[config.mk]
export PLATFORM = sky130hd
export DESIGN_NAME = l2_plru
export DESIGN_NICKNAME = d
export VERILOG_FILES = /design/src/rtl/l2_pkg.sv /design/src/rtl/l2_plru.sv
export SDC_FILE = /design/constraint.sdc
export NUM_CORES = 1
export LEC_CHECK = 0
export BUFFER_PORTS_ARGS = -buffer_cell sky130_fd_sc_hd__buf_4
export CAP_MARGIN = 20
export CORE_ASPECT_RATIO = 1.25
export CORE_MARGIN = 2
export CORE_UTILIZATION = 25
export DETAILED_ROUTE_END_ITERATION = 7
export GPL_TIMING_DRIVEN = 1
export PLACE_DENSITY = 0.49
export SLEW_MARGIN = 30
export SYNTH_ARGS = -nofsm -noshare
export SYNTH_HDL_FRONTEND = slang
export SYNTH_SLANG_ARGS = --single-unit
export TNS_END_PERCENT = 1
[constraint.sdc]
create_clock -name clk -period 1.05 [get_ports clk]
set_clock_uncertainty 0.2 [all_clocks]
set_input_delay 0 -clock clk [delete_from_list [all_inputs] [get_ports clk]]
set_output_delay 0 -clock clk [all_outputs]
set_load 0.01 [all_outputs]
[src/rtl/l2_pkg.sv]
package l2_pkg;

    localparam int INDEX_W  = 2;
    localparam int OFFSET_W = 3;
    localparam int WAYS     = 4;
    localparam int SETS     = 4;
    localparam int LINE_W   = 256;
    localparam int HALF_W   = 128;
    localparam int TAG_W    = 32 - INDEX_W - OFFSET_W - 2;

    typedef logic [LINE_W-1:0]        line_t;
    typedef logic [HALF_W-1:0]        half_t;
    typedef logic [WAYS-1:0]          way_mask_t;
    typedef logic [$clog2(WAYS)-1:0]  way_idx_t;

    // same encoding as the L1 side uses
    typedef enum logic [1:0] {
        SRC_NONE   = 2'd0,
        SRC_ICACHE = 2'd1,
        SRC_DREAD  = 2'd2,
        SRC_DWRITE = 2'd3
    } src_t;

    typedef struct packed {
        logic [31:0] addr;
        logic [31:0] wdata;
        logic [3:0]  wstrb;
        src_t        src;
    } l1_req_t;

    typedef struct packed {
        logic             valid;
        logic             dirty;
        logic [TAG_W-1:0] tag;
    } tag_entry_t;

    function automatic logic [TAG_W-1:0] addr_tag(input logic [31:0] addr);
        return addr[31 -: TAG_W];
    endfunction

    function automatic logic [INDEX_W-1:0] addr_index(input logic [31:0] addr);
        return addr[OFFSET_W+2 +: INDEX_W];
    endfunction

    // word within the line
    function automatic logic [OFFSET_W-1:0] addr_offset(input logic [31:0] addr);
        return addr[2 +: OFFSET_W];
    endfunction

endpackage

[src/rtl/l2_plru.sv]
`timescale 1ns/1ps

module l2_plru (
    input  logic                       clk,
    input  logic                       rst,
    input  logic [l2_pkg::INDEX_W-1:0] index,
    input  l2_pkg::src_t               src,
    input  l2_pkg::way_mask_t          valid,
    input  logic                       touch,
    input  l2_pkg::way_idx_t           touch_way,
    output l2_pkg::way_idx_t           victim
);

    // set means the upper way of the pair goes next
    logic [l2_pkg::SETS-1:0] lru_i;
    logic [l2_pkg::SETS-1:0] lru_d;
    logic                    side_d;
    logic                    pick_hi;
    l2_pkg::way_idx_t        lo_way;
    l2_pkg::way_idx_t        hi_way;

    assign side_d  = (src == l2_pkg::SRC_DREAD) || (src == l2_pkg::SRC_DWRITE);
    assign lo_way  = {side_d, 1'b0};
    assign hi_way  = {side_d, 1'b1};
    assign pick_hi = side_d ? lru_d[index] : lru_i[index];

    // empty ways fill first
    always_comb begin
        if (!valid[lo_way]) begin
            victim = lo_way;
        end else if (!valid[hi_way]) begin
            victim = hi_way;
        end else begin
            victim = pick_hi ? hi_way : lo_way;
        end
    end

    always_ff @(posedge clk) begin
        if (rst) begin
            lru_i <= '0;
            lru_d <= '0;
        end else if (touch) begin
            if (touch_way[1]) begin
                lru_d[index] <= ~touch_way[0];
            end else begin
                lru_i[index] <= ~touch_way[0];
            end
        end
    end

endmodule

Word-level counts from Yosys, hierarchy flattened:

Cells that the tools add are included.

* add/sub/neg operators: 0
* $mul: 0
* divide/modulo/power cells: 0
* $lt $le $gt $ge: 4
* eq/ne operators: 2
* shift-type cells: 0
* multiplexer cells: 16
* bitwise gates (word level): 2
* reduce and logical (&&, ||, !) cells: 4

Operators by type and width (number)
* 1-bit 2-to-1 mux: 11
* 2-bit by 3-bit less-than comparator with 1-bit output (second input constant): 3
* 4-bit bitwise mux: 2
* 1-bit binary-select mux with 2-bit select: 2
* 2-bit == test (second input constant): 2
* 2-bit AND reduction: 2
* 1-bit demux with 2-bit select: 1
* 2-bit by 1-bit greater-or-equal comparator with 1-bit output (second input constant): 1
* 1-bit inverter: 2
* 1-bit logical AND: 1
* 1-bit logical OR: 1

* bits in registers: 8
* latch bits: 0
* RAM bits: 0
* ROM bits: 0
* output and inout bits: 2
* memories kept: 0

Logic depth before layout (Yosys ltp):

* word-level depth: 6
* gate-level depth with buffers: 4

Worst setup path after synthesis:

No wires, ideal clock.

* path kind: flip-flop to output port
* start point: register lru_d[0] (netlist bit)
* end point: output victim[0]
* arrival time: 0.975 ns
* required time: 0.850 ns
* path slack: -0.125 ns
* cell stages (with the launch flop): 5
* path buffers: 0
* cell sequence: dfxtp_1 > mux2_2 > nand2_1 > nand4_1 > a32o_1

* cells in the longest elaborated chain, start to end: 6

RTL lines
* from (decl): line l2_plru.sv:16 `logic [l2_pkg::SETS-1:0] lru_d;`
* from (signal, indexed assignment): line l2_plru.sv:44 `lru_d[index] <= ~touch_way[0];`
* 1-bit binary-select mux with 2-bit select: line l2_plru.sv:25 `assign pick_hi = side_d ? lru_d[index] : lru_i[index];`
* 1-bit 2-to-1 mux (not written as such): line l2_plru.sv:25
* 1-bit 2-to-1 mux: line l2_plru.sv:25
* 1-bit 2-to-1 mux: line l2_plru.sv:34 `victim = pick_hi ? hi_way : lo_way;`
* 1-bit 2-to-1 mux: line l2_plru.sv:31 `end else if (!valid[hi_way]) begin`
* 1-bit 2-to-1 mux: line l2_plru.sv:29 `if (!valid[lo_way]) begin`
* to (decl): line l2_plru.sv:11 `output l2_pkg::way_idx_t victim`

Every way passes these cells. The select of a mux whose other input is x is not followed.

Worst setup path in the final report:

Ends and elaborated chain as after synthesis.

==> impl_metrics.env <==
export IMPL_outcome="finished, violations left"
export IMPL_failed_checks="negative hold slack, negative setup slack"
export IMPL_timing_worst_slew_pin_value_ns=0.295
export IMPL_proportion_of_layout_cells_with_a_drive_suffix_above_1=0.451
export IMPL_cp_data_required_time_ns=0.85
export IMPL_r2r_setup_slack_ns=0.07
export IMPL_chipWidth_um=40.7
export IMPL_crit_chain="mux2_2 > nand2_2 > nand4_1 > a32o_2 > buf_6"
export IMPL_dp_cells=81
export IMPL_ctsHtreeMaxLevel=1
export IMPL_setup_worst_path_class="reg -> out"
export IMPL_synth_cell_type_count=18
export IMPL_design_die_area_sq_um=2030
export IMPL_y_dimension_of_the_die_um=49.9
export IMPL_drt_iter0_markers=5
export IMPL_cts_sinks=8
export IMPL_syn_mean_instance_area_sq_um=8.61
export IMPL_hold_path_class="in -> reg"
export IMPL_max_freq_mhz=651
export IMPL_cts_tree="yes"
export IMPL_timing_slew_headroom=0.802
export IMPL_first_global_vias=395
export IMPL_dp_hpwl_um=745
export IMPL_cellLeakagePower_nw=0.299
export IMPL_grt_antenna_before_repair=0
export IMPL_design_portCount=15
export IMPL_place_ws_ns=-0.247
export IMPL_finalWirelength_um=1010
export IMPL_areaGrowthSynthToFinish_pct=54.9
export IMPL_pwr_density_cell_nw_per_um2=1070
export IMPL_crit_path_max_incr_delay_ns=0.31
export IMPL_fin_setup_tns_ns=-0.486
export IMPL_seq_area_frac_synth=0.380
export IMPL_synth_cells=49
export IMPL_power_consumption_uw=701
export IMPL_vias_per_cell=4.76
export IMPL_groute_usage_overall=0.117
export IMPL_report_final_setup_viol=1
export IMPL_number_of_rows_created_at_floorplan=16
export IMPL_dr_total_vias=424
export IMPL_fin_crit_share=1.46
export IMPL_dr_pass1_iters=2
export IMPL_finalHoldViolCount=5
export IMPL_crit_family="flip-flops"
export IMPL_final_setup_worst_slack_ns=-0.486
export IMPL_finalWorstPathRequiredPeriod_ns=1.54
export IMPL_ctsRootBufferMaster="clkbuf_4"
export IMPL_drc=0
export IMPL_grt_start_max_net_pins=9
export IMPL_final_hold_worst_slack_ns=-0.0736
export IMPL_worst_setup_hold_path_clk_slew_ns=0.06
export IMPL_maxCapViolCount=0
export IMPL_detail_route_wl_per_cell_um=11.3
export IMPL_critical_path_startpoint_type="flop"
export IMPL_grt_first_pass_wirelength_um=1610
export IMPL_synth_net_count=62
export IMPL_floorplan_initialDensity=0.267
export IMPL_routabilityCongestion=0.664
export IMPL_final_nets=86
export IMPL_final_max_slew_viol_count=0
export IMPL_timing_critical_path_arrival_ns=1.34
export IMPL_core_area_sq_um=1580
export IMPL_clk_insertion_delay_late_ns=0.25
export IMPL_antennaDiodeCount=0
export IMPL_placement_io_buffers=13
export IMPL_drt_antenna_violating_nets=0
export IMPL_layout_cells_non_filler=89
export IMPL_setup_worst_path_end_class="output pin"
export IMPL_timing_critical_path_slowest_stage_cell="dfxtp_2"
export IMPL_clock_path_buffers=2
export IMPL_vdd_ir_drop_max_v=0.000474
export IMPL_final_util=0.413
export IMPL_synthesis_yosys_warnings=0
export IMPL_grt_overflow_total=0
export IMPL_cts_buffers=3
export IMPL_critical_path_n_buffers_inverters=1
export IMPL_synth_area_sq_um=422
export IMPL_grt_setup_unrepaired="true"
export IMPL_post_cts_hold_buffer_count=4
export IMPL_crit_fanout=2
export IMPL_synth_seq_cells=8
==> sequential cells by signal, indices dropped and copies added, names as in the netlist <==
register / flops
lru_i: 4
lru_d: 4
==> routing by layer <==
layer / up-vias / GRT usage / share of wire
met3: 2 / 0.0315 / 0.072
met2: 14 / 0.169 / 0.46
met5: - / 0 / 0
met1: 181 / 0.149 / 0.46
li1: 227 / - / -
met4: 0 / 0.0667 / 0.0089
==> report_power, final <==
part | internal, mW | switching (mW)
clock | 0.131 | 0.105
combinational | 0.0865 | 0.0584
sequential | 0.315 | 0.00496
==> per-stage QoR <==
| stage | hold slack, ns | cell area, sq um |
|---|---|---|
| 5_1_grt | -0.0659 | 653 |
| 3_3_place_gp | 0.0390 | 562 |
| 3_5_place_dp | 0.0458 | 562 |
| 2_1_floorplan | -0.0300 | 423 |
| 6_report | -0.0736 | 653 |
| 4_1_cts | -0.0730 | 627 |
==> worst reg2reg max path: cells and delay by family (launching register included) <==
kind,cells,cell delay [ns]
DFF,1,0.32
AOI/OAI and AO/OA,2,0.27
buffers and inverters,1,0.10
==> cell families after synthesis <==
kind of cell	count (synthesis)	share of synthesized area
AO/OA/AOI/OAI	13	0.220
buffers and inverters	4	0.0445
flip-flops	8	0.380
multiplexers	3	0.0890
AND/OR/NAND/NOR	21	0.267
==> synthesized netlist by cell type <==
master / number / area share
a211oi_1: 3 / 0.053
a21oi_1: 5 / 0.059
a311oi_1: 4 / 0.083
a32o_1: 1 / 0.024
and2_1: 1 / 0.015
and2b_1: 2 / 0.036
and3_2: 1 / 0.018
and3b_1: 2 / 0.042
buf_1: 2 / 0.018
buf_4: 1 / 0.018
clkbuf_1: 1 / 0.0089
dfxtp_1: 8 / 0.38
mux2_2: 2 / 0.053
mux2_4: 1 / 0.036
nand2_1: 5 / 0.045
nand4_1: 3 / 0.045
nor2_1: 6 / 0.053
nor2b_1: 1 / 0.015
==> final timing paths <==
path / startpoint / endpoint / cells past startpoint
worst max-delay path: lru_d[0] / victim[0] / 5
worst max register to register: lru_d[0] / lru_d[0] / 3
worst min-delay path: index[1] / lru_i[3] / 3
worst min register to register: lru_i[3] / lru_i[3] / 2
==> area by class of cell <==
cell class	count	area (sq um)
Fill cell	168	928
Multi-Input combinational cell	37	253
Tap cell	18	22.5
Sequential cell	8	164
Clock buffer	3	22.5
Timing Repair Buffer	23	191
==> placed cells by master (no fill, tap or decap), types with 2 or more instances in the layout <==
cell type / netlist / layout
dlygate4sd3_1: 0 / 2
nand2_2: 0 / 2
dfxtp_1: 8 / 5
a211oi_1: 3 / 3
dfxtp_2: 0 / 3
nand4_1: 3 / 3
and3b_1: 2 / 2
and2b_1: 2 / 2
buf_4: 1 / 18
clkbuf_4: 0 / 3
nor2_1: 6 / 6
mux2_4: 1 / 2
dlymetal6s4s_1: 0 / 2
a311oi_1: 4 / 4
a21oi_1: 5 / 5
nand2_1: 5 / 3
==> timing repair <==
action / 4_1_cts / 5_1_grt
cloned: 0 / 0
pin swaps: 0 / 2
buffers inserted: 0 / 1
endpoints found under the setup margin: 1 / 2
gates resized for setup: 1 / 8
endpoints found under the hold margin: 8 / 3
(Power assumes the default switching activity.)
