`src/rtl/l2_pkg.sv`:
```
package l2_pkg;

    localparam int INDEX_W  = 2;
    localparam int OFFSET_W = 3;
    localparam int WAYS     = 4;
    localparam int SETS     = 4;
    localparam int LINE_W   = 256;
    localparam int HALF_W   = 128;
    localparam int TAG_W    = 32 - INDEX_W - OFFSET_W - 2;

    typedef logic [LINE_W-1:0]        line_t;
    typedef logic [HALF_W-1:0]        half_t;
    typedef logic [WAYS-1:0]          way_mask_t;
    typedef logic [$clog2(WAYS)-1:0]  way_idx_t;

    // same encoding as the L1 side uses
    typedef enum logic [1:0] {
        SRC_NONE   = 2'd0,
        SRC_ICACHE = 2'd1,
        SRC_DREAD  = 2'd2,
        SRC_DWRITE = 2'd3
    } src_t;

    typedef struct packed {
        logic [31:0] addr;
        logic [31:0] wdata;
        logic [3:0]  wstrb;
        src_t        src;
    } l1_req_t;

    typedef struct packed {
        logic             valid;
        logic             dirty;
        logic [TAG_W-1:0] tag;
    } tag_entry_t;

    function automatic logic [TAG_W-1:0] addr_tag(input logic [31:0] addr);
        return addr[31 -: TAG_W];
    endfunction

    function automatic logic [INDEX_W-1:0] addr_index(input logic [31:0] addr);
        return addr[OFFSET_W+2 +: INDEX_W];
    endfunction

    // word within the line
    function automatic logic [OFFSET_W-1:0] addr_offset(input logic [31:0] addr);
        return addr[2 +: OFFSET_W];
    endfunction

endpackage

```
`src/rtl/l2_req_arb.sv`:
```
`timescale 1ns/1ps

module l2_req_arb (
    input  logic            clk,
    input  logic            rst,
    input  logic            icache_req,
    input  logic [31:0]     icache_addr,
    input  logic            dcache_req,
    input  logic            dcache_wr,
    input  logic [31:0]     dcache_addr,
    input  logic [31:0]     dcache_wdata,
    input  logic [3:0]      dcache_wstrb,
    input  logic            accept,
    output l2_pkg::l1_req_t rbuf,
    output logic            icache_addr_ok,
    output logic            dcache_addr_ok
);

    l2_pkg::l1_req_t req;

    // dcache wins when both sides ask
    always_comb begin
        req.addr  = dcache_req ? dcache_addr : icache_addr;
        req.wdata = dcache_wdata;
        req.wstrb = dcache_wstrb;
        if (dcache_req) begin
            req.src = dcache_wr ? l2_pkg::SRC_DWRITE : l2_pkg::SRC_DREAD;
        end else if (icache_req) begin
            req.src = l2_pkg::SRC_ICACHE;
        end else begin
            req.src = l2_pkg::SRC_NONE;
        end
    end

    assign dcache_addr_ok = accept && dcache_req;
    assign icache_addr_ok = accept && icache_req && !dcache_req;

    always_ff @(posedge clk) begin
        if (rst) begin
            rbuf.src <= l2_pkg::SRC_NONE;
        end else if (accept && req.src != l2_pkg::SRC_NONE) begin
            rbuf <= req;
        end
    end

endmodule

```
`config.mk`:
```
export PLATFORM = sky130hd
export DESIGN_NAME = l2_req_arb
export DESIGN_NICKNAME = d
export VERILOG_FILES = /design/src/rtl/l2_pkg.sv /design/src/rtl/l2_req_arb.sv
export SDC_FILE = /design/constraint.sdc
export NUM_CORES = 1
export LEC_CHECK = 0
export BUFFER_PORTS_ARGS = -buffer_cell sky130_fd_sc_hd__buf_2
export CAP_MARGIN = 20
export CORE_ASPECT_RATIO = 0.8
export CORE_MARGIN = 1.5
export CORE_UTILIZATION = 41
export DETAILED_ROUTE_END_ITERATION = 7
export MAX_ROUTING_LAYER = met4
export PLACE_DENSITY = 0.79
export SYNTH_ARGS = -nofsm -noshare
export SYNTH_HDL_FRONTEND = slang
export SYNTH_SLANG_ARGS = --single-unit
```
`constraint.sdc`:
```
create_clock -name clk -period 5.4 [get_ports clk]
set_input_delay 0.27 -clock clk [delete_from_list [all_inputs] [get_ports clk]]
set_output_delay 0.27 -clock clk [all_outputs]
set_load 0.01 [all_outputs]
```
Word-level counts from Yosys, hierarchy flattened
Cells that the tools add are included.
{ "totals": {"ff_bits": 70, "inputBits": 106, "out_inout_bits": 72, "wordCells": 16} }
{ "op_classes": {"mux": 4, "n_bitwise": 1, "reduce_logical": 7} }
{ "op_table": {"columns": ["cell", "count"], "rows": [
  ["32-bit two-way mux", 1],
  ["1-bit logical AND", 4],
  ["1-bit two-way mux", 2],
  ["2-bit two-way mux", 1],
  ["2-bit AND reduction", 1],
  ["2-bit nonzero test", 1],
  ["1-bit zero test", 1],
  ["1-bit inverter", 1]
]} }

Longest topological paths before layout
Gate-level depths: netlist of run 1.
{ "depth": {"ltp_word": 5, "mapped_depth": 4, "mapped_depth_nobuf": 2} }

Least setup slack after synthesis of run 1
Ideal clock, no wire load.
{ "synth_timing": {"path_kind": "input -> register", "startpoint": "in dcache_req", "endpoint": "reg rbuf[10] (netlist name) (enable)", "setup_time_ns": 0.494, "t_arrival_ns": 3.378, "t_required_ns": 4.906, "slack_ns": 1.527, "cell_stages": 3, "n_path_buf": 1, "cell_sequence": "buf_6 > o21ai_0 > nor2_1"} }
{ "synth_between": {"elab_chain_len": 4} }
{ "synth_rtl": {"columns": ["element", "line", "source"], "rows": [
  ["from (decl)", "l2_req_arb.sv:8", "input logic dcache_req,"],
  ["2-bit two-way mux", "l2_req_arb.sv:26", "if (dcache_req) begin"],
  ["2-bit nonzero test", "l2_req_arb.sv:41", "end else if (accept && req.src != l2_pkg::SRC_NONE) begin"],
  ["1-bit logical AND", "l2_req_arb.sv:41", null],
  ["2-bit AND reduction (no source line)", null, null],
  ["to (signal assigned)", "l2_req_arb.sv:42", "rbuf <= req;"],
  ["to (decl)", "l2_req_arb.sv:14", "output l2_pkg::l1_req_t rbuf,"]
]} }
No other way between the ends.
A chain may end at the register's enable or synchronous reset.

Worst setup path after layout of run 1
{ "layout_timing": {"startpoint": "in dcache_req", "endpoint": "reg rbuf[41] (netlist name) (enable)"} }
Same word-level chain as after synthesis.

==> results.sh, run 1 <==
export IMPL_synth_edf_count=68
export IMPL_p_per_area_nw_per_um2=322
export IMPL_dp_cells=375
export IMPL_seq_area_sq_um=2080
export IMPL_synth_seq_cells=70
export IMPL_cts_buffers_inserted=9
export IMPL_relSlewSlack_pct=34.2
export IMPL_rsz0062_at_grt="no"
export IMPL_setup_worst_path_start_class="primary input"
export IMPL_ant_nets=0
export IMPL_cp_arrival_ps=2670
export IMPL_vias=1728
export IMPL_post_cts_buffers=0
export IMPL_syn_inst=117
export IMPL_clk_path_buf_depth=2
export IMPL_cp_cell_sequence="buf_2 -> o21ai_0 -> nor2_4 -> buf_4"
export IMPL_cts_hold_buf=0
export IMPL_yosys_most_used_dff="edfxtp_1"
export IMPL_largest_register="rbuf"
export IMPL_final_setup_worst_slack_ps=2710
export IMPL_cts_sinks=70
export IMPL_num_io_pins=178
export IMPL_worst_slew_pin_slew_ps=988
export IMPL_grt_max_degree=38
export IMPL_worstPathRequired_ps=5380
export IMPL_max_freq_ghz=0.372
export IMPL_status="finished, final reports clean"
export IMPL_initial_utilization_pct=42.2
export IMPL_yosysTopAreaCellShare_pct=76.3
export IMPL_grt_usage_pct=15.7
export IMPL_clk_pin_slew_worst_paths_ps=70
export IMPL_antennaDiodeCount=0
export IMPL_tns_ps=0
export IMPL_grt_pass1_vias=1469
export IMPL_ys_async_sr_fraction_pct=0
export IMPL_yosysMostFrequentCell="edfxtp_1"
export IMPL_preCtsSetupSlack_ps=2310
export IMPL_final_min_clock_period_ps=2690
export IMPL_route_met3_wl_microns=685
export IMPL_leakage_nw=1.74
export IMPL_finalHoldViolations=0
export IMPL_ir_drop_uv=157
export IMPL_dieHeight_microns=75.3
export IMPL_startpoint="dcache_req"
export IMPL_num_rows=26
export IMPL_drive_above_1_share_pct=74.2
export IMPL_avgSynthCellArea_sq_um=22.9
export IMPL_drv_slew=0
export IMPL_synthDistinctLibCells=14
export IMPL_cts_tree="done"
export IMPL_largest_register_ffs=70
export IMPL_dieArea_sq_um=7030
export IMPL_post_route_period_util_pct=49.8
export IMPL_drtPass1Iterations=2
export IMPL_clock_skew_ps=0
export IMPL_worst_skew_pair_late_latency_ps=330
export IMPL_layout_nets=408
export IMPL_instances_no_fill=390
export IMPL_via_per_inst=4.43
export IMPL_yosysWarnings=0
export IMPL_drt_total_wl_mm=5.49
export IMPL_clock_root_buffer="clkbuf_8"
export IMPL_die_width_microns=93.4
export IMPL_htreeDepth=3
export IMPL_hp_class="in2reg"
export IMPL_drt_met1_wl_mm=2.20
export IMPL_cp_slowest_stage_delay_ps=740
export IMPL_finalPower_mw=1.23
export IMPL_slowest_stage="buf_2"
export IMPL_gr_total_overflow=0
export IMPL_reg2reg_from="rbuf[1]"
export IMPL_cap_violations=0
export IMPL_topRoutingLayerUsed="met4"
export IMPL_synth_common_cells="edfxtp_1, mux2_4, mux2_2, buf_12"
export IMPL_drtIter0Drc=34
export IMPL_reg_top3="rbuf: 70 flops"
export IMPL_yosysTopAreaCell="edfxtp_1"
export IMPL_syn_num_nets=223
export IMPL_core_area_sq_um=6340
export IMPL_grt_pass1_wl_mm=7.33
export IMPL_min_delay_start="dcache_wdata[30]"
export IMPL_port_buffers=177
export IMPL_yosysSeqAreaShare_pct=77.8
export IMPL_r2r_slack_ps=4680
export IMPL_place_congestion=0.773
export IMPL_areaGrowthSynthToFinish_pct=42.8
export IMPL_drc=0
export IMPL_cts_resized=0
export IMPL_cp_max_fo=37
export IMPL_wire_per_inst_microns=14.1
export IMPL_wl_met2_mm=2.49
export IMPL_synth_area_top_cells="edfxtp_1, mux2_4, buf_12"
export IMPL_multi_input_area_sq_um=524
export IMPL_syn_area_sq_um=2680
export IMPL_setup_viol=0
export IMPL_antenna_found_initial=0
export IMPL_critical_path_class="in2reg"
export IMPL_fill_cells=507
export IMPL_end_kind="register"
[stage by stage]
stage	util, %	cell area [sq um]	hold slack [ps]
2_1_floorplan	-	2680	339
3_3_place_gp	56.9	3610	437
3_5_place_dp	56.9	3610	447
4_1_cts	60.3	3820	82.2
5_1_grt	60.3	3820	77.6
6_report	60.3	3820	108
[cells by family (layout without fill, tap and decap cells)]
family	count (synthesis)	after routing	share of synthesized area, %
mux	32	32	17.4
flops	70	70	77.8
buf+inv	6	195	2.94
compound gates	4	4	1.03
simple gates	5	5	0.888
[final timing paths]
check                                end  cells after the start
worst max-delay path            rbuf[41]                      4
worst min-delay path            rbuf[36]                      1
worst max register to register   rbuf[1]                      2
worst min register to register   rbuf[0]                      2
[routing by layer]
metal | global-route usage (%) | vias up
li1 | - | 829
met1 | 16.9 | 767
met2 | 23.4 | 120
met3 | 7.98 | 12
met4 | 9.09 | 0
met5 | - | -
[layout make-up]
class | count | share of cell area, %
sequential | 70 | 54.5
timing repair buffer | 178 | 23.4
multi-input combinational | 41 | 13.7
clock buffer | 9 | 3.24
tap | 84 | 2.75
clock inverter | 6 | 2.26
inverter | 2 | 0.196
[critical path: cells and delay by family]
family,cells,cell delay (ps)
AOI/OAI and AO/OA,1,360
and+or+nand+nor,1,730
buffers and inverters,2,1280
[cell usage in the layout (no fill, tap or decap)]
cell type and instances:
clkinvlp_4 1, dfxtp_1 2, nor2_1 1, inv_1 2, clkbuf_8 9, nor2_4 1
bufinv_16 2, buf_4 1, inv_6 1, clkinv_2 2, edfxtp_1 68, mux2_4 28
buf_2 177, a211oi_1 1, a21oi_1 1, mux2_2 4, o21ai_0 1, a21bo_2 1
and3b_1 1, nand2_1 2
[power breakdown]
group | switching, mW | internal (mW)
clock | 0.185 | 0.257
sequential | 0.00821 | 0.638
combinational | 0.0647 | 0.0780
No activity file was read; power rests on OpenSTA's default activity.
==> inputs of run 2 (changes only) <==
--- a/config.mk
+++ b/config.mk
@@ -9,10 +9,10 @@
 export CAP_MARGIN = 20
 export CORE_ASPECT_RATIO = 0.8
 export CORE_MARGIN = 1.5
-export CORE_UTILIZATION = 41
+export CORE_UTILIZATION = 37
 export DETAILED_ROUTE_END_ITERATION = 7
 export MAX_ROUTING_LAYER = met4
-export PLACE_DENSITY = 0.79
+export PLACE_DENSITY = 0.75
 export SYNTH_ARGS = -nofsm -noshare
 export SYNTH_HDL_FRONTEND = slang
 export SYNTH_SLANG_ARGS = --single-unit
==> constraint.sdc (replaced) <==
create_clock -name clk -period 2.4 [get_ports clk]
set_input_delay 0.12 -clock clk [delete_from_list [all_inputs] [get_ports clk]]
set_output_delay 0.12 -clock clk [all_outputs]
set_load 0.01 [all_outputs]
==> run 2 against run 1 <==
Clock skew is the same. Critical path depth is the same. Register-to-register slack lost 3100 ps. Die area grew 10%. Final area grew 10%. Worst hold slack lost 31 ps. Power grew 130%. Sequential power grew 120%. Global-route usage grew 1.8 points. Highest routed layer unchanged.
==> results.sh, run 2 (synthesized netlist as in run 1, its figures left out) <==
export IMPL_num_io_pins=178
export IMPL_hold_depth=2
export IMPL_gr_total_overflow=0
export IMPL_drive_above_1_share_pct=66.0
export IMPL_largest_register_ffs=70
export IMPL_final_min_clock_period_ps=1650
export IMPL_core_area_sq_um=6960
export IMPL_cap_violations=0
export IMPL_drt_total_wl_mm=6.48
export IMPL_wire_per_inst_microns=15.0
export IMPL_clock_root_buffer="clkbuf_8"
export IMPL_grt_usage_pct=17.4
export IMPL_fill_cells=538
export IMPL_cp_top_family="buffers and inverters"
export IMPL_cp_arrival_ps=1610
export IMPL_cts_resized=0
export IMPL_cts_hold_buf=37
export IMPL_p_per_area_nw_per_um2=676
export IMPL_leakage_nw=1.90
export IMPL_initial_utilization_pct=38.5
export IMPL_dieArea_sq_um=7760
export IMPL_cp_cell_sequence="dlygate4sd3_1 -> buf_2 -> nor2_4 -> buf_4"
export IMPL_port_buffers=177
export IMPL_clk_pin_slew_worst_paths_ps=80
export IMPL_relSlewSlack_pct=42.7
export IMPL_ant_nets=0
export IMPL_hp_class="in2reg"
export IMPL_dp_cells=379
export IMPL_post_cts_buffers=0
export IMPL_place_congestion=0.696
export IMPL_worstRegToRegCells=2
export IMPL_critical_path_class="in2reg"
export IMPL_reg_top3="rbuf: 70 flops"
export IMPL_drtPass1Iterations=4
export IMPL_max_freq_ghz=0.607
export IMPL_dieHeight_microns=79.1
export IMPL_min_to="rbuf[43]"
export IMPL_finalPower_mw=2.84
export IMPL_worst_slew_pin_slew_ps=860
export IMPL_worst_path_buf_inv=3
export IMPL_antenna_found_initial=0
export IMPL_grt_pass1_wl_mm=9.76
export IMPL_cp_max_fo=68
export IMPL_reg2reg_from="rbuf[1]"
export IMPL_status="finished, final reports clean"
export IMPL_areaGrowthSynthToFinish_pct=57.0
export IMPL_num_rows=27
export IMPL_drv_slew=0
export IMPL_grt_pass1_vias=2005
export IMPL_mostFrequentLayoutCell="buf_2"
export IMPL_ir_drop_uv=368
export IMPL_cts_tree="done"
export IMPL_finalHoldViolations=0
export IMPL_via_per_inst=4.44
export IMPL_drtIter0Drc=38
export IMPL_setup_viol=0
export IMPL_rsz0062_at_grt="no"
export IMPL_worstPathRequired_ps=2360
export IMPL_cts_buffers_inserted=9
export IMPL_layout_common_cells="buf_2, edfxtp_1, dlygate4sd3_1, mux2_4, clkbuf_8"
export IMPL_clk_path_buf_depth=2
export IMPL_cts_sinks=70
export IMPL_worst_skew_pair_late_latency_ps=330
export IMPL_grt_max_degree=69
export IMPL_cp_slowest_stage_delay_ps=650
export IMPL_slowest_stage="buf_4"
export IMPL_clock_skew_ps=0
export IMPL_end_kind="register"
export IMPL_r2r_slack_ps=1630
export IMPL_min_delay_start="icache_addr[5]"
export IMPL_antennaDiodeCount=0
export IMPL_tns_ps=0
export IMPL_drc=0
export IMPL_vias=1913
export IMPL_die_width_microns=98.1
export IMPL_instances_no_fill=431
export IMPL_post_route_period_util_pct=68.6
export IMPL_reg2reg_to="rbuf[1]"
export IMPL_largest_register="rbuf"
export IMPL_htreeDepth=3
export IMPL_setup_worst_path_start_class="primary input"
export IMPL_hpwlAfterDp_mm=4.19
export IMPL_layout_nets=446
## run 2: metrics by stage
stage	util [%]	worst slack (ps)	cell area, sq um	hold slack (ps)
finish	60.4	753	4200	76.5
CTS	60.4	761	4200	56.4
detailed placement	52.1	791	3620	298
floorplan	-	522	2690	189
global placement	52.1	855	3620	297
global route	60.4	697	4200	59.9
## run 2: worst max-delay path by stage
stage                from  endpoint  slack (ps)  cells past startpoint
2_1_floorplan  dcache_req  rbuf[10]         520                      3
6_report              rst  rbuf[61]         750                      4
3_3_place_gp       accept  rbuf[19]         860                      4
5_1_grt               rst  rbuf[41]         700                      4
4_1_cts               rst  rbuf[41]         760                      4
3_5_place_dp       accept  rbuf[19]         790                      4
## run 2: area by class of cell
class | count | area [sq um] | share of cell area (%)
flip-flops and latches | 70 | 2080 | 49.5
repair buffers | 216 | 1270 | 30.2
multi-input cells | 41 | 524 | 12.5
clock buffers | 9 | 124 | 2.95
well taps | 87 | 109 | 2.59
clock inverters | 6 | 86.3 | 2.05
inverters | 2 | 7.51 | 0.179
## run 2: where the power goes
group | leakage, nW | internal, mW | switching, mW | total (mW)
Combinational | 1.14 | 0.215 | 0.159 | 0.374
Sequential | 0.648 | 1.43 | 0.0195 | 1.45
Clock | 0.107 | 0.579 | 0.434 | 1.01
## run 2: per-layer routing
| layer | routed length [microns] | vias up | track usage (%) |
|---|---|---|---|
| met5 | 0 | - | - |
| met4 | 106 | 0 | 6.86 |
| met3 | 674 | 12 | 6.51 |
| met2 | 3160 | 129 | 28.3 |
| met1 | 2540 | 871 | 19.7 |
| li1 | - | 901 | - |
