<file path="config.mk">
export PLATFORM = sky130hd
export DESIGN_NAME = l2_way_array
export DESIGN_NICKNAME = d
export VERILOG_FILES = /design/src/rtl/l2_pkg.sv /design/src/rtl/l2_way_array.sv
export SDC_FILE = /design/constraint.sdc
export NUM_CORES = 1
export LEC_CHECK = 0
export ABC_AREA = 1
export BUFFER_PORTS_ARGS = -buffer_cell sky130_fd_sc_hd__buf_4
export CAP_MARGIN = 10
export CORE_MARGIN = 2
export CORE_UTILIZATION = 54
export DETAILED_ROUTE_END_ITERATION = 12
export PLACE_DENSITY = 0.88
export SYNTH_ARGS = -nofsm -noshare
export SYNTH_HDL_FRONTEND = slang
export SYNTH_SLANG_ARGS = --single-unit
</file>
<file path="constraint.sdc">
create_clock -name clk -period 0.8 [get_ports clk]
set_input_delay 0 -clock clk [delete_from_list [all_inputs] [get_ports clk]]
set_output_delay 0 -clock clk [all_outputs]
set_load 0.03 [all_outputs]
</file>
<file path="src/rtl/l2_pkg.sv">
package l2_pkg;

    localparam int INDEX_W  = 2;
    localparam int OFFSET_W = 3;
    localparam int WAYS     = 4;
    localparam int SETS     = 4;
    localparam int LINE_W   = 256;
    localparam int HALF_W   = 128;
    localparam int TAG_W    = 32 - INDEX_W - OFFSET_W - 2;

    typedef logic [LINE_W-1:0]        line_t;
    typedef logic [HALF_W-1:0]        half_t;
    typedef logic [WAYS-1:0]          way_mask_t;
    typedef logic [$clog2(WAYS)-1:0]  way_idx_t;

    // same encoding as the L1 side uses
    typedef enum logic [1:0] {
        SRC_NONE   = 2'd0,
        SRC_ICACHE = 2'd1,
        SRC_DREAD  = 2'd2,
        SRC_DWRITE = 2'd3
    } src_t;

    typedef struct packed {
        logic [31:0] addr;
        logic [31:0] wdata;
        logic [3:0]  wstrb;
        src_t        src;
    } l1_req_t;

    typedef struct packed {
        logic             valid;
        logic             dirty;
        logic [TAG_W-1:0] tag;
    } tag_entry_t;

    function automatic logic [TAG_W-1:0] addr_tag(input logic [31:0] addr);
        return addr[31 -: TAG_W];
    endfunction

    function automatic logic [INDEX_W-1:0] addr_index(input logic [31:0] addr);
        return addr[OFFSET_W+2 +: INDEX_W];
    endfunction

    // word within the line
    function automatic logic [OFFSET_W-1:0] addr_offset(input logic [31:0] addr);
        return addr[2 +: OFFSET_W];
    endfunction

endpackage

</file>
<file path="src/rtl/l2_way_array.sv">
`timescale 1ns/1ps

module l2_way_array #(
    parameter type entry_t = logic
) (
    input  logic                       clk,
    input  logic                       rst,
    input  logic [l2_pkg::INDEX_W-1:0] rd_index,
    output entry_t                     rd_entries [l2_pkg::WAYS],
    input  logic [l2_pkg::INDEX_W-1:0] wr_index,
    input  l2_pkg::way_mask_t          wr_mask,
    input  entry_t                     wr_entry
);

    entry_t store [l2_pkg::SETS][l2_pkg::WAYS];

    always_comb begin
        for (int w = 0; w < l2_pkg::WAYS; w++) begin
            rd_entries[w] = store[rd_index][w];
        end
    end

    always_ff @(posedge clk) begin
        if (rst) begin
            for (int s = 0; s < l2_pkg::SETS; s++) begin
                for (int w = 0; w < l2_pkg::WAYS; w++) begin
                    store[s][w] <= '0;
                end
            end
        end else begin
            for (int w = 0; w < l2_pkg::WAYS; w++) begin
                if (wr_mask[w]) begin
                    store[wr_index][w] <= wr_entry;
                end
            end
        end
    end

endmodule

</file>
Yosys cells after proc, flatten, opt, wreduce, memory -nomap -nowiden --
Memories as Yosys holds them, arrays and structs flattened. Cells that the tools add are included. W data, S select, Z words.
Operators by class: muxes and demuxes 17, reductions and logical operators 1
Operators with widths (number):
- $mux W1 | 14
- $mux W4 | 2
- $reduce_or A4 Y1 | 1
- $mux W2 | 1
Word-level totals: bits in registers 0, bits in writable memories 16, input bits 11, output and inout port bits 4, word-level logic and storage cells 19, memories kept 1
Memories:
- store | depth 4, bits a word 4, read ports 1, clocked after Yosys merged registers in 0, write ports 4, RTL line l2_way_array.sv:15 | entry_t store [l2_pkg::SETS][l2_pkg::WAYS];

Logic depth before layout (Yosys ltp) --
Gate-level depths: netlist of the first run.
depth after elaboration 5, gate-level depth with buffers 6, mapped depth without buffers 5

Worst setup path after synthesis of the first run --
OpenSTA, ideal clock, no wires.
kind input port to flip-flop, start in rst, end mem store[1][3] in the netlist's numbering, enable pin, setup time 0.291 ns, data arrival time 0.399 ns, data required time 0.509 ns, setup slack 0.110 ns, cell stages on the path 6, buffers on the path 1, cell sequence inv_2 > buf_6 > nand2_4 > inv_2 > nand2_1 > nand2_1
RTL lines:
- start, declared | RTL line l2_way_array.sv:7 | input logic rst,
- end, declared | RTL line l2_way_array.sv:15

==> results of run 1 <==
-- through the flow --
step	instance area, um2	total power [mW]	setup TNS, ps
4_1_cts	1170	1.82	-1060
3_5_place_dp	1130	1.39	-790
3_3_place_gp	1130	1.38	-401
2_1_floorplan	960	1.24	0
5_1_grt	1170	1.89	-1280
6_report	1170	1.81	-1020
-- kinds of logic after synthesis --
logic type	Yosys count	synth area share (%)
DFF	16	50.1
and+or+nand+nor	76	34.4
buffers and inverters	30	13.4
AOI/OAI and AO/OA	4	2.09
-- how the worst min path moves through the flow --
stage	start	to	slack [ps]	cells past startpoint
floorplan	rd_index[1]	rd_entries[0]	240	2
global placement	rd_index[1]	rd_entries[1]	390	4
detailed placement	rd_index[1]	rd_entries[3]	390	4
CTS	wr_mask[3]	store[3][0]$_SDFFCE_PN0P_	90	3
global route	wr_mask[3]	store[3][0]$_SDFFCE_PN0P_	90	3
finish	wr_mask[3]	store[3][0]$_SDFFCE_PN0P_	80	3
-- routing by layer --
metal,track usage (%),wire [um],vias to the layer above
met2,33.3,826,30
met3,3.53,94,6
met4,15.4,68,0
met1,21.4,687,347
met5,0,0,-
li1,-,-,425
-- power groups by stage --
stage	combinational, mW	sequential, mW	clock (mW)
2_1_floorplan	0.231	1.01	0
3_3_place_gp	0.360	1.02	0
3_5_place_dp	0.370	1.02	0
4_1_cts	0.388	0.997	0.434
5_1_grt	0.427	1.00	0.463
6_report	0.387	0.997	0.430
-- cells in the mapped netlist, drive strengths merged --
cell type   n
o21ai       4
edfxtp     16
nor2       15
nand3       8
buf         4
inv        26
nand2      49
nor3        4
-- cell type report --
| class | count | area share [%] |
|---|---|---|
| clock buffers | 3 | 1.92 |
| inverters | 26 | 8.32 |
| repair buffers | 21 | 16.8 |
| multi-input cells | 80 | 29.9 |
| flip-flops and latches | 16 | 40.9 |
| well taps | 17 | 1.81 |
| clock inverters | 1 | 0.320 |
-- cell usage in the layout, fill, tap and decap left out, types with 4 or more instances in the layout --
cell and count:
sky130_fd_sc_hd__buf_4 15, sky130_fd_sc_hd__buf_6 4, sky130_fd_sc_hd__edfxtp_1 16, sky130_fd_sc_hd__inv_1 21
sky130_fd_sc_hd__inv_2 5, sky130_fd_sc_hd__nand2_1 46, sky130_fd_sc_hd__nand3_1 8, sky130_fd_sc_hd__nor2_1 12
sky130_fd_sc_hd__nor3_1 4, sky130_fd_sc_hd__o21ai_0 4
-- what timing repair did --
item | in CTS | in global routing
pin swaps | 5 | 0
buffers inserted | 0 | 0
resized for setup | 4 | 0
setup endpoints to repair | 4 | 4
==> metrics.txt, run 1 <==
Final Cycle Share 133%; number of global-route vias before repair 707; area of the core region 0.00169 mm2; aggregate global routing overflow 0; library cell used as clock root buffer sky130_fd_sc_hd__clkbuf_4; count of distinct cell types in the synthesized netlist 13; combinational power share 21.3%; total of flip-flops plus latches after synthesis 16; PortBufs 14; RSZ-0062 raised after global routing true; antenna diode count 0; maximum level of the CTS H-tree 1; worst hold path class input pin to flip-flop; power density normalized to cell area 1550 mW/mm2; Peak Freq 0.942 GHz; critical path's most frequent cell sky130_fd_sc_hd__nand2_1; share of power burned in the clock network 23.7%; die width 46.2 um; Cell Count Post-Placement 160; share of final-layout standard cells stronger than drive strength 1 23.8%; start-to-end type of the worst setup path flip-flop to output port; clock transition at the register clock pins on the worst setup and hold paths after CTS 90 ps; clock tree from TritonCTS done; worst path arrival time 1060 ps; area used by multi-input combinational logic 350 um2; part of the total power dissipated in sequential elements 55.0%; sum of net half-perimeters after detailed placement 1340 um; Synth Net Count 137; Mapped Area 960 um2; final count of negative-setup-slack endpoints 4; Nets 159; result of the run complete, but fails checks; boundary pin count 15; internal power consumption 1.33 mW; worst slack after detailed placement -114 ps; number of cells produced by synthesis 126; number of buffers on the longest clock path 2; largest registers store x16; Post-Route Hold Slack 84.9 ps; non-filler cells in the finished layout 164; Largest Register store; pin slew with the least headroom to its limit 237 ps; Synth area leaders sky130_fd_sc_hd__edfxtp_1, sky130_fd_sc_hd__nand2_1, sky130_fd_sc_hd__inv_1; worst-path cell chain inv_1 > nand2_1 > nand3_1 > nand2_1 > buf_6; area share of the leading cell type in the synthesized netlist 50.1%; max-slew violation count 0; CP endpoint kind output port; Pre-antenna DRT Iters 4; drt via density 4.93; hold buffers post-CTS 0; origin of the worst setup path store[3][1]$_SDFFCE_PN0P_; number of endpoints with negative hold slack in the final report 0; antenna violations before repair 0; switching power total 0.488 mW; post-synth top area cell sky130_fd_sc_hd__edfxtp_1; DIE AREA 0.00213 mm2; Total Wirelength 1680 um; clock buffers created by TritonCTS 3; area used by sequential logic in the layout 480 um2; count of antenna-violating nets left after detailed routing 0; number of buffers and inverters on the critical path 2; wire per inst 10.2 um; IR drop worst, VDD 0.000927 V; die span in y 46.2 um; signed area change from the synthesized netlist to the final layout 22.3%; total track usage 19.7%; Initial Util 56.8%; final core utilization 69.5%; Setup crit end rd_entries[1]; crit-path max FO 1; Vias 808; Max-Slew Margin vs Limit 84.0%; pin count of the biggest net entering global routing 17; final critical-path setup slack -261 ps; fin crit period 1060 ps; Yosys warning count 0; leak pwr 0.607 nW; clock sink count 16; detailed-route DRC error count 0; number of flip-flops in the largest register 16; violated checks setup timing; number of placement rows 15; violation count after the first detailed-routing iteration 16; reported max-cap violation count 0; synthesized area divided by synthesized cell count 7.62 um2; count of cell instances traversed by the critical path 5; dominant delay contributor by cell family on the critical path flip-flops; highest cell delay on the worst timing path 380 ps; switching fraction of total power 26.9%; required time at the worst-slack endpoint 800 ps; Slowest cell on crit path sky130_fd_sc_hd__edfxtp_1; fill cell total of the finished layout 130; first-pass GRT wire length 2810 um; sequential fraction of the synthesis area 50.1%; gpl congestion 0.853; critical path startpoint category flip-flop
(Power assumes the default switching activity.)
==> run 2, diff against run 1 <==
--- a/config.mk
+++ b/config.mk
@@ -5,13 +5,13 @@
 export SDC_FILE = /design/constraint.sdc
 export NUM_CORES = 1
 export LEC_CHECK = 0
-export ABC_AREA = 1
+export ABC_AREA = 0
 export BUFFER_PORTS_ARGS = -buffer_cell sky130_fd_sc_hd__buf_4
 export CAP_MARGIN = 10
 export CORE_MARGIN = 2
-export CORE_UTILIZATION = 54
+export CORE_UTILIZATION = 53
 export DETAILED_ROUTE_END_ITERATION = 12
-export PLACE_DENSITY = 0.88
+export PLACE_DENSITY = 0.87
 export SYNTH_ARGS = -nofsm -noshare
 export SYNTH_HDL_FRONTEND = slang
 export SYNTH_SLANG_ARGS = --single-unit
==> run 2 against run 1 <==
Effect of this change: the run still ends with setup timing left; clock power fell by 3%; maximum frequency decreased by 17%; synthesized cell count shrank 48%; via count shrank 27%; die area is 8.1% lower; design area down 14%; critical path depth down 3.
==> metrics.txt, run 2 <==
result of the run complete, but fails checks; violated checks setup timing; RSZ-0062 raised after global routing true; cell with the most instances after synthesis sky130_fd_sc_hd__edfxtp_1; sink of the worst hold path store[1][0]$_SDFFCE_PN0P_; commonest cells after routing, fill and taps aside sky130_fd_sc_hd__edfxtp_1, sky130_fd_sc_hd__nor2_1, sky130_fd_sc_hd__buf_4, sky130_fd_sc_hd__a21o_1; worst path arrival time 1280 ps; first-pass GRT wire length 2510 um; worst hold path class input pin to flip-flop; die span in y 44.2 um; pin count of the biggest net entering global routing 21; leak pwr 0.413 nW; DIE AREA 0.00196 mm2; number of enable flip-flop cells after synthesis 16; commonest register cell after synthesis sky130_fd_sc_hd__edfxtp_1; signed area change from the synthesized netlist to the final layout 17.5%; beginning of the worst hold path wr_mask[3]; Pre-antenna DRT Iters 4; reported max-cap violation count 0; drt via density 6.01; power density normalized to cell area 1760 mW/mm2; IR drop worst, VDD 0.00144 V; crit-path max FO 1; total of flip-flops plus latches after synthesis 16; origin of the worst setup path store[1][2]$_SDFFCE_PN0P_; number of flip-flops in the largest register 16; maximum level of the CTS H-tree 1; number of global-route vias before repair 567; area share of the leading cell type in the synthesized netlist 56.0%; max-slew violation count 0; total track usage 18.1%; number of endpoints with negative hold slack in the final report 0; final critical-path setup slack -482 ps; hold buffers post-CTS 0; library cell used as clock root buffer sky130_fd_sc_hd__clkbuf_4; post-synth top area cell sky130_fd_sc_hd__edfxtp_1; antenna diode count 0; critical path startpoint category flip-flop; Tot Pwr 1.78 mW; fraction of registers with async set/reset 0%; die width 44.2 um; clock transition at the register clock pins on the worst setup and hold paths after CTS 90 ps; wire per inst 16.3 um; Initial Util 57.0%; count of antenna-violating nets left after detailed routing 0; PortBufs 14; sequential fraction of the synthesis area 56.0%; start-to-end type of the worst setup path flip-flop to output port; Max-Slew Margin vs Limit 74.6%; violation count after the first detailed-routing iteration 10; Commonest cells post-synth sky130_fd_sc_hd__edfxtp_1, sky130_fd_sc_hd__nor2_1, sky130_fd_sc_hd__a21o_1; antenna violations before repair 0; fin crit period 1280 ps; Mapped Area 858 um2; hold path depth 2; non-filler cells in the finished layout 98; Final Cycle Share 160%; most common cell after layout, fill and taps aside sky130_fd_sc_hd__edfxtp_1; area of the core region 0.00151 mm2; Nets 95; aggregate global routing overflow 0; count of distinct cell types in the synthesized netlist 11; share of final-layout standard cells stronger than drive strength 1 34.1%; clock sink count 16; number of cells produced by synthesis 66; clock tree from TritonCTS done; number of buffers on the longest clock path 2; Peak Freq 0.780 GHz; CP endpoint kind output port; Largest Register store; Synth area leaders sky130_fd_sc_hd__edfxtp_1, sky130_fd_sc_hd__mux4_1, sky130_fd_sc_hd__a21o_1; Vias 589; gpl congestion 0.760; required time at the worst-slack endpoint 800 ps; detailed-route DRC error count 0; Yosys warning count 0; pin slew with the least headroom to its limit 381 ps; Cell Count Post-Placement 95; Total Wirelength 1600 um; clock buffers created by TritonCTS 3; number of placement rows 14; synthesized area divided by synthesized cell count 13.0 um2; largest registers store x16; sum of net half-perimeters after detailed placement 1130 um; Synth Net Count 77; boundary pin count 15; final count of negative-setup-slack endpoints 4
[run 2: cell types whose count changed in the layout (fill, tap and decap cells not counted), sizes merged, moves of 8 or more]
cell / before / now
a21o: 0 / 12
inv: 26 / 0
nand2: 49 / 1
nand3: 8 / 0
[run 2: repair_timing]
action | in CTS | in global routing
setup endpoints to repair | 4 | 4
setup buffers | 0 | 0
gates resized for setup | 4 | 0
gates cloned | 0 | 0
pin swaps | 0 | 0
[run 2: cell type report]
class | count | area, um2
fillers | 113 | 498
multi-input cells | 46 | 343
well taps | 16 | 20.0
clock buffers | 3 | 22.5
repair buffers | 17 | 143
flip-flops and latches | 16 | 480
[run 2: through the flow]
step	utilization (%)	setup WS, ps	TNS (ps)	hold slack (ps)	cell area [um2]
5_1_grt	66.9	-521	-2050	61.1	1010
3_5_place_dp	64.5	-186	-1450	338	971
4_1_cts	66.9	-486	-1920	55.5	1010
2_1_floorplan	-	-105	-420	212	843
6_report	66.9	-482	-1900	60.4	1010
3_3_place_gp	64.5	-178	-1240	337	971
[run 2: power by group]
group / switching [mW] / internal, mW / leakage [nW]
combinational: 0.186 / 0.175 / 0.242
sequential: 0.0138 / 0.984 / 0.157
clock: 0.243 / 0.174 / 0.0138
total: 0.443 / 1.33 / 0.413
[run 2: worst max path at each step]
stage / cells past startpoint / slack, ps / endpoint
after global placement: 2 / -180 / rd_entries[2]
final: 2 / -480 / rd_entries[2]
after CTS: 2 / -490 / rd_entries[3]
after global routing: 2 / -520 / rd_entries[0]
after detailed placement: 2 / -190 / rd_entries[1]
after floorplan: 1 / -110 / rd_entries[0]
[run 2: kinds of logic (layout without fill, tap and decap cells)]
| kind of cell | Yosys count | in the layout | synth area share [%] |
|---|---|---|---|
| compound gates | 16 | 16 | 14.6 |
| buf+inv | 4 | 20 | 2.33 |
| flops | 16 | 16 | 56.0 |
| mux | 4 | 4 | 12.2 |
| simple gates | 26 | 26 | 14.9 |
[run 2: worst max-delay path: stages (launching register included)]
cell and delay [ps]:
sky130_fd_sc_hd__edfxtp_1 390, sky130_fd_sc_hd__mux4_2 470, sky130_fd_sc_hd__buf_6 150
[run 2: routing by layer]
layer	global-route usage, %	wire length [um]	up-vias
li1	-	-	285
met1	25.5	698	287
met2	30.3	821	15
met3	1.22	65	2
met4	5.45	14	0
met5	0	0	-
==> run 3, diff against run 2 <==
--- a/config.mk
+++ b/config.mk
@@ -12,6 +12,7 @@
 export CORE_UTILIZATION = 53
 export DETAILED_ROUTE_END_ITERATION = 12
 export PLACE_DENSITY = 0.87
+export SETUP_SLACK_MARGIN = 0.4
 export SYNTH_ARGS = -nofsm -noshare
 export SYNTH_HDL_FRONTEND = slang
 export SYNTH_SLANG_ARGS = --single-unit
==> run 3 against run 2 <==
Effect of this change: hold slack got worse by 40 ps; final cell count increased by 11%; clock power increased by 6.2%; routed wire length increased by 29%; the run still ends with setup timing left; largest cell class unchanged; count of clock-buffer cells in the layout unchanged; sequential power about the same.
==> metrics.txt, run 3 (synthesis gave the netlist of run 2 again) <==
result of the run complete, but fails checks; violated checks setup timing; beginning of the worst hold path rst; die span in y 44.2 um; required time at the worst-slack endpoint 800 ps; sum of net half-perimeters after detailed placement 1320 um; Vias 672; violation count after the first detailed-routing iteration 7; antenna diode count 0; area of the core region 0.00151 mm2; final critical-path setup slack -542 ps; pin count of the biggest net entering global routing 11; commonest cells after routing, fill and taps aside sky130_fd_sc_hd__edfxtp_1, sky130_fd_sc_hd__buf_4, sky130_fd_sc_hd__a21o_1, sky130_fd_sc_hd__nor2_1, sky130_fd_sc_hd__buf_6; crit-path max FO 1; signed area change from the synthesized netlist to the final layout 47.2%; Largest Register store; number of buffers on the longest clock path 2; clock sink count 16; number of flip-flops in the largest register 16; count of antenna-violating nets left after detailed routing 0; clock tree from TritonCTS done; final design instance area without fill 0.00126 mm2; boundary pin count 15; Initial Util 57.0%; Cell Count Post-Placement 100; IR drop worst, VDD 0.00112 V; CP endpoint kind output port; number of global-route vias before repair 715; worst path arrival time 1340 ps; aggregate global routing overflow 0; start-to-end type of the worst setup path flip-flop to output port; largest registers store x16; Post-DP Area 0.00108 mm2; detailed-route DRC error count 0; non-filler cells in the finished layout 109; first-pass GRT wire length 3420 um; clock buffers created by TritonCTS 3; library cell used as clock root buffer sky130_fd_sc_hd__clkbuf_4; clock transition at the register clock pins on the worst setup and hold paths after CTS 90 ps; fin crit period 1340 ps; number of placement rows 14; die width 44.2 um; Nets 105; reported max-cap violation count 0; wire per inst 19.0 um; power density normalized to cell area 1540 mW/mm2; share of final-layout standard cells stronger than drive strength 1 51.6%; leak pwr 0.538 nW; PortBufs 14; drt via density 6.17; maximum level of the CTS H-tree 1; critical path startpoint category flip-flop; Pre-antenna DRT Iters 4; hold buffers post-CTS 0; final count of negative-setup-slack endpoints 4; origin of the worst setup path store[3][0]$_SDFFCE_PN0P_; Final Cycle Share 168%; Max-Slew Margin vs Limit 85.3%; RSZ-0062 raised after global routing true; number of endpoints with negative hold slack in the final report 0; max-slew violation count 0; total track usage 25.8%; most common cell after layout, fill and taps aside sky130_fd_sc_hd__edfxtp_1; gpl congestion 0.757; Total Wirelength 2070 um; DIE AREA 0.00196 mm2; Peak Freq 0.745 GHz; antenna violations before repair 0; worst hold path class input pin to flip-flop; pin slew with the least headroom to its limit 220 ps
run 3: metal layers:
metal  share of wire [%]  up-vias  global-route usage (%)
met2                  52       20                    44.1
met5                   0        -                       0
met3                 3.3        7                    4.08
met1                  42      325                    31.4
li1                    -      320                       -
met4                 2.9        0                    13.3
run 3: repair_timing:
| action | 4_1_cts | 5_1_grt |
|---|---|---|
| pin swaps | 7 | 3 |
| endpoints found under the setup margin | 36 | 16 |
| cloned | 1 | 0 |
| resized for setup | 18 | 5 |
| buffers inserted | 4 | 0 |
| hold endpoints to repair | 0 | 0 |
run 3: cell type report:
type,instances,area (um2)
Clock buffer,3,22.5
Tap cell,16,20.0
Clock inverter,1,3.75
Multi-Input combinational cell,46,438
Timing Repair Buffer,27,299
Fill cell,87,243
Sequential cell,16,480
run 3: critical path, cell delays in order (launching register included):
cell	delay, ps
sky130_fd_sc_hd__edfxtp_1	390
sky130_fd_sc_hd__mux4_2	500
sky130_fd_sc_hd__buf_6	160
run 3: where the power goes:
group	switching [mW]	internal, mW
registers	0.0164	0.985
clock network	0.261	0.181
logic	0.227	0.275
run 3: path summary, 6_finish.rpt:
path | to | slack [ps] | cells after the start
max | rd_entries[0] | -540 | 2
min | store[1][0]$_SDFFCE_PN0P_ | 20 | 2
run 3: per-stage QoR:
step	power, mW	hold slack (ps)	setup TNS (ps)	setup slack (ps)	util, %
6_report	1.95	20.4	-2030	-542	83.9
5_1_grt	2.02	12.6	-2200	-587	83.9
4_1_cts	1.93	15.4	-1970	-501	82.6
3_5_place_dp	1.42	348	-1000	-190	71.9
3_3_place_gp	1.41	346	-954	-184	71.9
2_1_floorplan	1.28	212	-420	-105	-
